### src/alu_pkg.sv
// Shared types for the execute slice, referenced by scoped name from every RTL and testbench file
package alu_pkg;

    // ================================================
    // Data path widths
    // ================================================

    // Width of one RV32I register, immediate or result word
    localparam int DATA_WIDTH = 32;

    // Width of the ALU micro-operation code
    localparam int UOP_WIDTH = 4;

    // Sequence tags wrap modulo 256
    localparam int TAG_WIDTH = 8;

    typedef logic [DATA_WIDTH-1:0] data_word_t;

    typedef logic [TAG_WIDTH-1:0] alu_tag_t;

    // ================================================
    // Micro-operation encoding
    // ================================================

    // Codes run from 0 to 15 in this order and the stimulus file relies on them
    // Branch codes return their outcome as 0 or 1 instead of a target address
    typedef enum logic [UOP_WIDTH-1:0] {
        ADD  = 4'd0,
        SUB  = 4'd1,
        AND  = 4'd2,
        OR   = 4'd3,
        XOR  = 4'd4,
        SLT  = 4'd5,
        SLTU = 4'd6,
        SLL  = 4'd7,
        SRL  = 4'd8,
        SRA  = 4'd9,
        BEQ  = 4'd10,
        BNE  = 4'd11,
        BLT  = 4'd12,
        BLTU = 4'd13,
        BGE  = 4'd14,
        BGEU = 4'd15
    } alu_uop_t;

    // ================================================
    // Queued request
    // ================================================

    // One issued request as it sits in the queue, 76 bits in total
    // Operand B is already resolved to either rs2 or the immediate
    typedef struct packed {
        alu_uop_t   operation;
        data_word_t operand_a;
        data_word_t operand_b;
        alu_tag_t   tag;
    } alu_request_t;

endpackage : alu_pkg

### src/alu_subsystem_top.sv
// Top level of the execute slice, connecting producer, request queue and consumer
`timescale 1ns/1ps

module alu_subsystem_top #(
    // Number of requests the queue can hold while writeback stalls
    parameter int FIFO_DEPTH = 4
) (
    input  logic                clk_i,
    input  logic                rst_i,

    // Instruction strobe and fields
    input  logic                issue_valid_i,
    input  alu_pkg::alu_uop_t   operation_i,
    input  alu_pkg::data_word_t rs1_i,
    input  alu_pkg::data_word_t rs2_i,
    input  alu_pkg::data_word_t imm_i,
    input  logic                use_imm_i,

    // Writeback back-pressure
    input  logic                stall_i,

    // Results and queue status
    output logic                result_valid_o,
    output alu_pkg::data_word_t result_o,
    output alu_pkg::alu_tag_t   result_tag_o,
    output logic                overflow_o,
    output logic                queue_full_o
);

    // Producer to queue
    logic                  req_valid;
    alu_pkg::alu_request_t req_payload;

    // Queue to consumer
    logic                  queue_empty;
    logic                  queue_pop;
    alu_pkg::alu_request_t queue_head;

    // ================================================
    // Producer
    // ================================================

    operand_issue u_operand_issue (
        .clk_i         (clk_i),
        .rst_i         (rst_i),
        .issue_valid_i (issue_valid_i),
        .operation_i   (operation_i),
        .rs1_i         (rs1_i),
        .rs2_i         (rs2_i),
        .imm_i         (imm_i),
        .use_imm_i     (use_imm_i),
        .req_valid_o   (req_valid),
        .req_payload_o (req_payload)
    );

    // ================================================
    // Request queue
    // ================================================

    request_fifo #(
        .PAYLOAD_T (alu_pkg::alu_request_t),
        .DEPTH     (FIFO_DEPTH)
    ) u_request_fifo (
        .clk_i       (clk_i),
        .rst_i       (rst_i),
        .push_i      (req_valid),
        .push_data_i (req_payload),
        .pop_i       (queue_pop),
        .pop_data_o  (queue_head),
        .empty_o     (queue_empty),
        .full_o      (queue_full_o),
        .overflow_o  (overflow_o)
    );

    // ================================================
    // Consumer
    // ================================================

    execute_stage u_execute_stage (
        .clk_i          (clk_i),
        .rst_i          (rst_i),
        .stall_i        (stall_i),
        .empty_i        (queue_empty),
        .head_i         (queue_head),
        .pop_o          (queue_pop),
        .result_valid_o (result_valid_o),
        .result_o       (result_o),
        .result_tag_o   (result_tag_o)
    );

endmodule : alu_subsystem_top

### src/arithmetic_logic_unit.sv
// Combinational RV32I ALU evaluating one micro-operation on two operand words
`timescale 1ns/1ps

module arithmetic_logic_unit (
    // Operand B already carries the immediate where the instruction has one
    input  alu_pkg::data_word_t operand_a_i,
    input  alu_pkg::data_word_t operand_b_i,

    // Operation selecting the result
    input  alu_pkg::alu_uop_t   operation_i,

    output alu_pkg::data_word_t result_o
);

    // ================================================
    // Adder and subtractor
    // ================================================

    alu_pkg::data_word_t add_result;
    alu_pkg::data_word_t sub_result;

    assign add_result = operand_a_i + operand_b_i;
    assign sub_result = operand_a_i - operand_b_i;

    // ================================================
    // Comparators
    // ================================================

    // Signed compares treat both words as two's complement
    logic less_than_s;
    logic greater_equal_s;

    assign less_than_s     = $signed(operand_a_i) < $signed(operand_b_i);
    assign greater_equal_s = $signed(operand_a_i) >= $signed(operand_b_i);

    // Unsigned compares for SLTU, BLTU and BGEU
    logic less_than_u;
    logic greater_equal_u;

    assign less_than_u     = operand_a_i < operand_b_i;
    assign greater_equal_u = operand_a_i >= operand_b_i;

    logic equal;

    assign equal = (operand_a_i == operand_b_i);

    // ================================================
    // Shifter
    // ================================================

    // Only the low five bits count, larger amounts wrap around
    logic [4:0] shift_amount;

    alu_pkg::data_word_t sll_result;
    alu_pkg::data_word_t srl_result;
    alu_pkg::data_word_t sra_result;

    assign shift_amount = operand_b_i[4:0];

    assign sll_result = operand_a_i << shift_amount;
    assign srl_result = operand_a_i >> shift_amount;

    // Sign bit is replicated into the vacated positions
    assign sra_result = $signed(operand_a_i) >>> shift_amount;

    // ================================================
    // Result selection
    // ================================================

    // Compare and branch outcomes are zero-extended single bits
    always_comb begin
        case (operation_i)
            alu_pkg::ADD:  result_o = add_result;
            alu_pkg::SUB:  result_o = sub_result;
            alu_pkg::AND:  result_o = operand_a_i & operand_b_i;
            alu_pkg::OR:   result_o = operand_a_i | operand_b_i;
            alu_pkg::XOR:  result_o = operand_a_i ^ operand_b_i;
            alu_pkg::SLT:  result_o = alu_pkg::data_word_t'(less_than_s);
            alu_pkg::SLTU: result_o = alu_pkg::data_word_t'(less_than_u);
            alu_pkg::SLL:  result_o = sll_result;
            alu_pkg::SRL:  result_o = srl_result;
            alu_pkg::SRA:  result_o = sra_result;
            alu_pkg::BEQ:  result_o = alu_pkg::data_word_t'(equal);
            alu_pkg::BNE:  result_o = alu_pkg::data_word_t'(!equal);
            alu_pkg::BLT:  result_o = alu_pkg::data_word_t'(less_than_s);
            alu_pkg::BLTU: result_o = alu_pkg::data_word_t'(less_than_u);
            alu_pkg::BGE:  result_o = alu_pkg::data_word_t'(greater_equal_s);
            alu_pkg::BGEU: result_o = alu_pkg::data_word_t'(greater_equal_u);
            default:       result_o = '0;
        endcase
    end

endmodule : arithmetic_logic_unit

### src/execute_stage.sv
// Consumer stage that pops queued requests, evaluates them in the ALU and registers tagged results
`timescale 1ns/1ps

module execute_stage (
    input  logic                  clk_i,
    input  logic                  rst_i,

    // Writeback back-pressure, a plain level
    input  logic                  stall_i,

    // Queue head and its empty level
    input  logic                  empty_i,
    input  alu_pkg::alu_request_t head_i,
    output logic                  pop_o,

    // Registered result with its sequence tag
    output logic                  result_valid_o,
    output alu_pkg::data_word_t   result_o,
    output alu_pkg::alu_tag_t     result_tag_o
);

    // ================================================
    // Pop control
    // ================================================

    // Take the head whenever there is one and writeback is free
    assign pop_o = !empty_i && !stall_i;

    // ================================================
    // Evaluation
    // ================================================

    alu_pkg::data_word_t alu_result;

    // The head is evaluated every cycle, the pop decides whether it is kept
    arithmetic_logic_unit u_alu (
        .operand_a_i (head_i.operand_a),
        .operand_b_i (head_i.operand_b),
        .operation_i (head_i.operation),
        .result_o    (alu_result)
    );

    // ================================================
    // Result register
    // ================================================

    // Valid is control state and follows the pop by one cycle
    always_ff @(posedge clk_i) begin
        if (rst_i) begin
            result_valid_o <= 1'b0;
        end else begin
            result_valid_o <= pop_o;
        end
    end

    // Result and tag hold their last value between pops
    always_ff @(posedge clk_i) begin
        if (pop_o) begin
            result_o     <= alu_result;
            result_tag_o <= head_i.tag;
        end
    end

    // ================================================
    // Assertions
    // ================================================

    // A valid result needs a queued head and a free writeback in the cycle before it
    assert property (@(posedge clk_i) disable iff (rst_i)
        result_valid_o |-> $past(!empty_i && !stall_i))
        else $error("execute_stage result valid without a preceding pop");

endmodule : execute_stage

### src/operand_issue.sv
// Producer stage that resolves operand B, tags each strobed instruction and registers the request
`timescale 1ns/1ps

module operand_issue (
    input  logic                  clk_i,
    input  logic                  rst_i,

    // Instruction strobe and its fields
    input  logic                  issue_valid_i,
    input  alu_pkg::alu_uop_t     operation_i,
    input  alu_pkg::data_word_t   rs1_i,
    input  alu_pkg::data_word_t   rs2_i,
    input  alu_pkg::data_word_t   imm_i,
    input  logic                  use_imm_i,

    // Registered request toward the queue push side
    output logic                  req_valid_o,
    output alu_pkg::alu_request_t req_payload_o
);

    // ================================================
    // Operand selection
    // ================================================

    // Operand B is the immediate for I-type forms, otherwise the second register
    alu_pkg::data_word_t operand_b;

    assign operand_b = use_imm_i ? imm_i : rs2_i;

    // ================================================
    // Sequence tag counter
    // ================================================

    // Tag given to the next strobed instruction
    alu_pkg::alu_tag_t tag_count;

    // The counter moves on every strobe, even if the queue later drops the request,
    // so a lost request shows up as a hole in the tag sequence
    always_ff @(posedge clk_i) begin
        if (rst_i) begin
            tag_count   <= '0;
            req_valid_o <= 1'b0;
        end else begin
            req_valid_o <= issue_valid_i;

            if (issue_valid_i) begin
                tag_count <= tag_count + alu_pkg::alu_tag_t'(1);
            end
        end
    end

    // ================================================
    // Request register
    // ================================================

    // Payload is only captured on a strobe and is qualified by req_valid_o
    always_ff @(posedge clk_i) begin
        if (issue_valid_i) begin
            req_payload_o.operation <= operation_i;
            req_payload_o.operand_a <= rs1_i;
            req_payload_o.operand_b <= operand_b;
            req_payload_o.tag       <= tag_count;
        end
    end

endmodule : operand_issue

### src/request_fifo.sv
// Circular request queue with a type-parameterised payload, used between producer and consumer
`timescale 1ns/1ps

module request_fifo #(
    parameter type PAYLOAD_T = logic [7:0],
    parameter int  DEPTH     = 4
) (
    input  logic     clk_i,
    input  logic     rst_i,

    // Push side, a push while full is lost unless the same cycle pops
    input  logic     push_i,
    input  PAYLOAD_T push_data_i,

    // Pop side, the head is presented combinationally
    input  logic     pop_i,
    output PAYLOAD_T pop_data_o,

    // Occupancy levels and the sticky drop flag
    output logic     empty_o,
    output logic     full_o,
    output logic     overflow_o
);

    // Pointers need at least one bit even for a single entry
    localparam int PTR_W = (DEPTH > 1) ? $clog2(DEPTH) : 1;

    // The count must be able to hold DEPTH itself
    localparam int CNT_W = $clog2(DEPTH + 1);

    // ================================================
    // Storage and pointers
    // ================================================

    PAYLOAD_T           mem [DEPTH];
    logic [PTR_W-1:0]   wr_ptr;
    logic [PTR_W-1:0]   rd_ptr;
    logic [CNT_W-1:0]   count;

    logic push_ok;
    logic pop_ok;

    assign empty_o = (count == '0);
    assign full_o  = (count == CNT_W'(DEPTH));

    // A full queue still takes a push when an entry leaves in the same cycle
    assign push_ok = push_i && (!full_o || pop_i);
    assign pop_ok  = pop_i && !empty_o;

    assign pop_data_o = mem[rd_ptr];

    // Entries are written without reset, validity comes from the count
    always_ff @(posedge clk_i) begin
        if (push_ok) begin
            mem[wr_ptr] <= push_data_i;
        end
    end

    // ================================================
    // Control state
    // ================================================

    always_ff @(posedge clk_i) begin
        if (rst_i) begin
            wr_ptr     <= '0;
            rd_ptr     <= '0;
            count      <= '0;
            overflow_o <= 1'b0;
        end else begin
            if (push_ok) begin
                wr_ptr <= (wr_ptr == PTR_W'(DEPTH - 1)) ? '0 : wr_ptr + 1'b1;
            end

            if (pop_ok) begin
                rd_ptr <= (rd_ptr == PTR_W'(DEPTH - 1)) ? '0 : rd_ptr + 1'b1;
            end

            // Net occupancy change for this cycle
            case ({push_ok, pop_ok})
                2'b10:   count <= count + 1'b1;
                2'b01:   count <= count - 1'b1;
                default: count <= count;
            endcase

            // Sticky until reset so a drop is never missed
            if (push_i && !push_ok) begin
                overflow_o <= 1'b1;
            end
        end
    end

    // ================================================
    // Assertions
    // ================================================

    // The consumer must respect the empty level
    assert property (@(posedge clk_i) disable iff (rst_i) pop_i |-> !empty_o)
        else $error("request_fifo popped while empty");

    // Occupancy bookkeeping stays within the storage
    assert property (@(posedge clk_i) disable iff (rst_i) count <= CNT_W'(DEPTH))
        else $error("request_fifo count exceeds DEPTH");

endmodule : request_fifo

### config.mk
export PLATFORM = sky130hd
export DESIGN_NAME = alu_subsystem_top
export DESIGN_NICKNAME = d
export VERILOG_FILES = /design/src/alu_pkg.sv /design/src/alu_subsystem_top.sv /design/src/arithmetic_logic_unit.sv /design/src/execute_stage.sv /design/src/operand_issue.sv /design/src/request_fifo.sv
export SDC_FILE = /design/constraint.sdc
export NUM_CORES = 1
export LEC_CHECK = 0
export BUFFER_PORTS_ARGS = -buffer_cell sky130_fd_sc_hd__clkbuf_2
export CORE_UTILIZATION = 40
export DETAILED_ROUTE_END_ITERATION = 10
export PLACE_DENSITY = 0.68
export SYNTH_ARGS = -nofsm -noshare
export SYNTH_HDL_FRONTEND = slang
export SYNTH_SLANG_ARGS = --single-unit
### constraint.sdc
create_clock -name clk_i -period 7 [get_ports clk_i]
set_clock_uncertainty 0.2 [all_clocks]
set_input_delay 1.4 -clock clk_i [delete_from_list [all_inputs] [get_ports clk_i]]
set_output_delay 1.4 -clock clk_i [all_outputs]
set_load 0.05 [all_outputs]
# ---- Word level (Yosys, flattened, before mapping)
# Memory sizes are Yosys's and may differ from the RTL's. A register that Yosys moved wholly into a read port is not among the register bits.
# Index checks and enable logic that the tools add are counted.
dict set report classes {
  n_addsub 7
  muxes 9
  n_reduce_logical 15
  order_cmp 4
  bitwise 3
  n_shift 3
  eq_ne 21
}
# cell n
set op_table {}
lappend op_table {{32-bit case mux with 14 select lines} 1}
lappend op_table {{32-bit greater-or-equal comparator} 2}
lappend op_table {{32-bit less-than comparator} 2}
lappend op_table {{32-bit adder} 1}
lappend op_table {{32-bit AND} 1}
lappend op_table {{32-bit equality test} 1}
lappend op_table {{4-bit equality test, second input constant} 8}
lappend op_table {{32-bit two-way mux} 1}
lappend op_table {{32-bit OR} 1}
lappend op_table {{32-bit by 5-bit << shifter with 32-bit output} 1}
lappend op_table {{32-bit by 5-bit right shift with 32-bit output} 1}
lappend op_table {{32-bit by 5-bit >>> shifter with 32-bit output} 1}
lappend op_table {{32-bit subtractor} 1}
lappend op_table {{32-bit bitwise XOR} 1}
lappend op_table {{4-bit by 3-bit equality test with 1-bit output, second input constant} 4}
lappend op_table {{8-bit by 1-bit adder with 8-bit output, second input constant} 1}
lappend op_table {{4-bit by 2-bit equality test with 1-bit output, second input constant} 2}
lappend op_table {{2-bit two-way mux} 4}
lappend op_table {{2-bit equality test, second input constant} 3}
lappend op_table {{3-bit case mux with 2 select lines} 1}
lappend op_table {{1-bit zero test} 5}
lappend op_table {{2-bit by 1-bit adder with 2-bit output, second input constant} 2}
lappend op_table {{4-bit by 1-bit equality test with 1-bit output, second input constant} 1}
lappend op_table {{1-bit logical AND} 4}
lappend op_table {{10 further kinds} 12}
dict set report word_totals {
  output_inout_bits 43
  reg_bits 134
  n_memories 1
  ramBits 304
  wordCells 76
}
# memory words width read_ports rd_ports_with_merged_regs write_ports line_no
set memory_table {}
lappend memory_table {u_request_fifo.mem 4 76 1 1 1 request_fifo.sv:35} ;# PAYLOAD_T mem [DEPTH];

# ---- Depth between registers and ports, before layout
dict set report depth {
  depth_word 7
  ltp_mapped 21
  depth_no_buf 15
}

# ---- Cells and area by module
# From an unflattened synthesis, not the netlist that was laid out.
dict set report unflattened {
  hier_cells 1921
  hier_area_um2 24579.8
}
# mod cells_each n_inst area_each_um2
set modules_own_cells {}
lappend modules_own_cells {request_fifo 453 1 11466.0}
lappend modules_own_cells {arithmetic_logic_unit 1274 1 8852.2}
lappend modules_own_cells {operand_issue 151 1 3026.7}
lappend modules_own_cells {execute_stage 43 1 1234.9}

# ---- Worst setup path before layout
# OpenSTA, ideal clock, no wires.
dict set report synth_timing {
  path_kind {reg-to-reg}
  start {reg with a tool-made name}
  end {reg u_execute_stage.result_o[28], data pin}
  setup_time_ns 0.272
  period_less_slack_ns 5.447
  arrival_time_ns 4.975
  path_stages_with_launch 19
  setup_slack_ns 1.553
  path_buffers 6
  path_cell_list {dfxtp_1 buf_6 buf_4 buf_4 buf_1 buf_1 mux4_2 inv_1 ha_1 clkbuf_1 inv_1 o31ai_1 a221o_1 a311oi_1 or4b_2 a31oi_1 a2111oi_0 a2111oi_0 a21oi_1}
}
# item line_no
set synth_lines {}
lappend synth_lines {{end signal: assignment} execute_stage.sv:59} ;# result_o <= alu_result;
lappend synth_lines {{end: declaration} execute_stage.sv:18} ;# output alu_pkg::data_word_t result_o,

==> impl_metrics.toml <==
[status]
status = "finished clean"

[drt]
via_per_inst = 6.09
drt-total-wl_mm = 79.2
drt-met1-wl_mm = 34.4
ant_nets = 0
routedWlPerCell_um = 26.7
wl_met3_mm = 5.30
routed.top_layer = "met4"
dr.first_iter.drc_count = 2212
wl_met2_mm = 36.1
vias = 18100
drc = 0
drt_pass1_iterations = 6

[pwr]
pwr-share-clk_pct = 21.8
power.density_nw_per_um2 = 404
leakage_nw = 10.1
p_int_mw = 6.31
power.total_mw = 11.2
power_switching_mw = 4.85
ir_drop_mv = 0.184
p_sw_share_pct = 43.5
seqPwrFrac_pct = 29.7
p_comb_share_pct = 48.6

[floorplan]
start_util_pct = 40.7
rows = 90
dieWidth_um = 250
dieArea_um2 = 62600
core_um2 = 60600
die_h_um = 250
io_pins = 148

[placed_design]
hpwl_mm = 57.8
place_congestion = 1.03
port_buffers = 147

[clock_network]
clk_pin_slew_worst_paths_ns = 0.07
clkSinkCount = 440
worstSkewPairLatency_ns = 0.59
root_buffer = "clkbuf_16"
cts_hold_buf = 0
post-cts-setup-buffers = 0
numCtsBuffers = 45
cts_tree = "done"
htree_levels = 2
cts_resized = 0
clockBufferDepth = 3

[logic_synthesis]
syn-cell-area_um2 = 24700
synthTopCellsByArea = "edfxtp_1, mux4_2, ha_1"
synth_top_cell_area_share_pct = 51.1
synth-seq-cells = 440
synthCells = 2042
synth.largest_area_cell = "edfxtp_1"
synth_edf_count = 420
syn_area_per_cell_um2 = 12.1
ys_async_sr_fraction_pct = 0
synthDistinctLibCells = 87
yosys_warnings = 0
synthFlopType = "edfxtp_1"
synth.yosys.seq_area_share_pct = 52.8
syn_nets = 2254

[timing]
grt_setup_unrepaired = "false"
finalCritPeriodShare_pct = 77.5
relSlewSlack_pct = 26.9
tightest_slew_ns = 1.10
setup_viol = 0
finalMaxSlewViolations = 0
hold_viol_final = 0
fin_crit_ns = 5.42
max_freq_mhz = 184
tns_ns = 0

[final_layout]
nNetsFinal = 2362
final_cell_mix = "edfxtp_1, nor2_1, nand2_1"
final_common_cell = "edfxtp_1"
drive_gt1_share_pct = 19.7
syn_to_final_growth_pct = 12.1

[setup_path]
worstPathRequired_ns = 7.17
regToRegSetupSlack_ns = 1.58
r2r-end = "u_execute_stage.result_o[0]$_DFFE_PP_"
worstSetupPathType = "reg2reg"
cp-end-kind = "flip-flop"
start_kind = "flip-flop"
worst_r2r_path_depth = 12
arrival_ns = 5.60
path_max_fanout = 42

[worst_hold_path]
hp-class = "reg2reg"
min_to = "u_operand_issue.req_payload_o[7]$_DFFE_PP_"
whs_path_depth = 0
hold_path.startpoint = "u_operand_issue.tag_count[7]$_SDFFE_PP0P_"

[grt]
antenna_found_initial = 1
grt_max_degree = 64
grt.total_usage_pct = 25.0
globalRouteOverflowTotal = 0
grt_pass1_vias = 17400
grt_first_pass_wirelength_mm = 117

[flow_run]
maxCapViolations = 0
-- worst max-delay path by stage --
stage / end / slack (ns)
after floorplan: u_execute_stage.result_o[28]$_DFFE_PP_ / 1.55
after global placement: u_execute_stage.result_o[0]$_DFFE_PP_ / 1.70
after detailed placement: u_execute_stage.result_o[0]$_DFFE_PP_ / 1.68
after CTS: u_execute_stage.result_o[0]$_DFFE_PP_ / 1.66
after global routing: u_execute_stage.result_o[0]$_DFFE_PP_ / 1.20
final: u_execute_stage.result_o[0]$_DFFE_PP_ / 1.58
-- flip-flops by register name (all words and copies together), names as in the netlist, named ones only --
name                            count
u_request_fifo.count                3
u_request_fifo.wr_ptr               2
u_execute_stage.result_o           32
u_operand_issue.req_payload_o      76
u_execute_stage.result_tag_o        8
u_request_fifo.rd_ptr               2
u_request_fifo.mem                304
u_operand_issue.req_valid_o         1
u_operand_issue.tag_count           8
u_execute_stage.result_valid_o      1
u_request_fifo.overflow_o           1
-- cells in the mapped netlist, types with 18 or more instances --
library cell  instances
o211ai_1             40
mux2i_1              85
a221oi_1             28
mux4_2               82
edfxtp_1            420
ha_1                104
nor2b_1              18
nand3_1              26
dfxtp_1              20
nor3_1               33
a31oi_1              21
a21o_1               28
a21oi_1             120
clkbuf_1             69
a211oi_1             24
nand2_1             154
o21ai_0             124
nor2_1              168
mux2_2               56
buf_2                30
inv_1               105
-- cells by family (layout without fill, tap and decap cells) --
logic type | count (synthesis) | in the layout | share of synthesized area (%)
compound gates | 538 | 538 | 14.5
buf+inv | 235 | 378 | 4.10
xor+xnor | 15 | 15 | 0.533
flops | 440 | 440 | 52.8
other cells | 0 | 1 | 0
fa+ha+maj | 107 | 107 | 5.52
mux | 226 | 226 | 13.6
simple gates | 481 | 481 | 8.90
-- critical path, stage by stage, from the launching register on --
cell and delay [ns]:
dfxtp_4 0.67, buf_12 0.37, mux4_2 0.64, inv_1 0.11
ha_1 0.36, or4_1 0.62, a211oi_1 0.50, o211ai_1 0.28
nand2_1 0.22, a211oi_1 0.18, o221ai_1 0.36, mux4_2 0.34
o41ai_1 0.30
-- routing by layer --
metal  up-vias  track usage, %
li1       8078               -
met1      9014            34.7
met2       840            39.3
met3       142            3.45
met4         0            10.3
met5         -               0
-- cell type report --
type | count | area [um2]
Fill cell | 5443 | 32900
Multi-Input combinational cell | 1367 | 10700
Antenna cell | 1 | 2.50
Inverter | 108 | 405
Clock inverter | 26 | 272
Clock buffer | 56 | 1220
Timing Repair Buffer | 188 | 1060
Tap cell | 782 | 978
Sequential cell | 440 | 13000
-- power by group through the flow --
stage                     sequential, mW  combinational (mW)  clock, mW
after global routing                3.34                5.74       2.57
after CTS                           3.32                5.29       2.48
after global placement              3.36                5.29          0
final                               3.31                5.42       2.43
after detailed placement            3.37                5.27          0
after floorplan                     3.57                3.39          0
-- through the flow --
step | hold WS [ns] | utilization [%] | setup slack [ns] | cells | instance area (um2)
after floorplan | 0.217 | - | 1.55 | 2042 | 24700
after global placement | 0.246 | 43.2 | 1.70 | 2885 | 26100
after detailed placement | 0.257 | 43.2 | 1.68 | 2885 | 26100
after CTS | 0.269 | 45.6 | 1.66 | 2967 | 27600
after global routing | 0.284 | 45.6 | 1.20 | 2967 | 27600
final | 0.270 | 45.6 | 1.58 | 2968 | 27600
(Power assumes the default switching activity.)
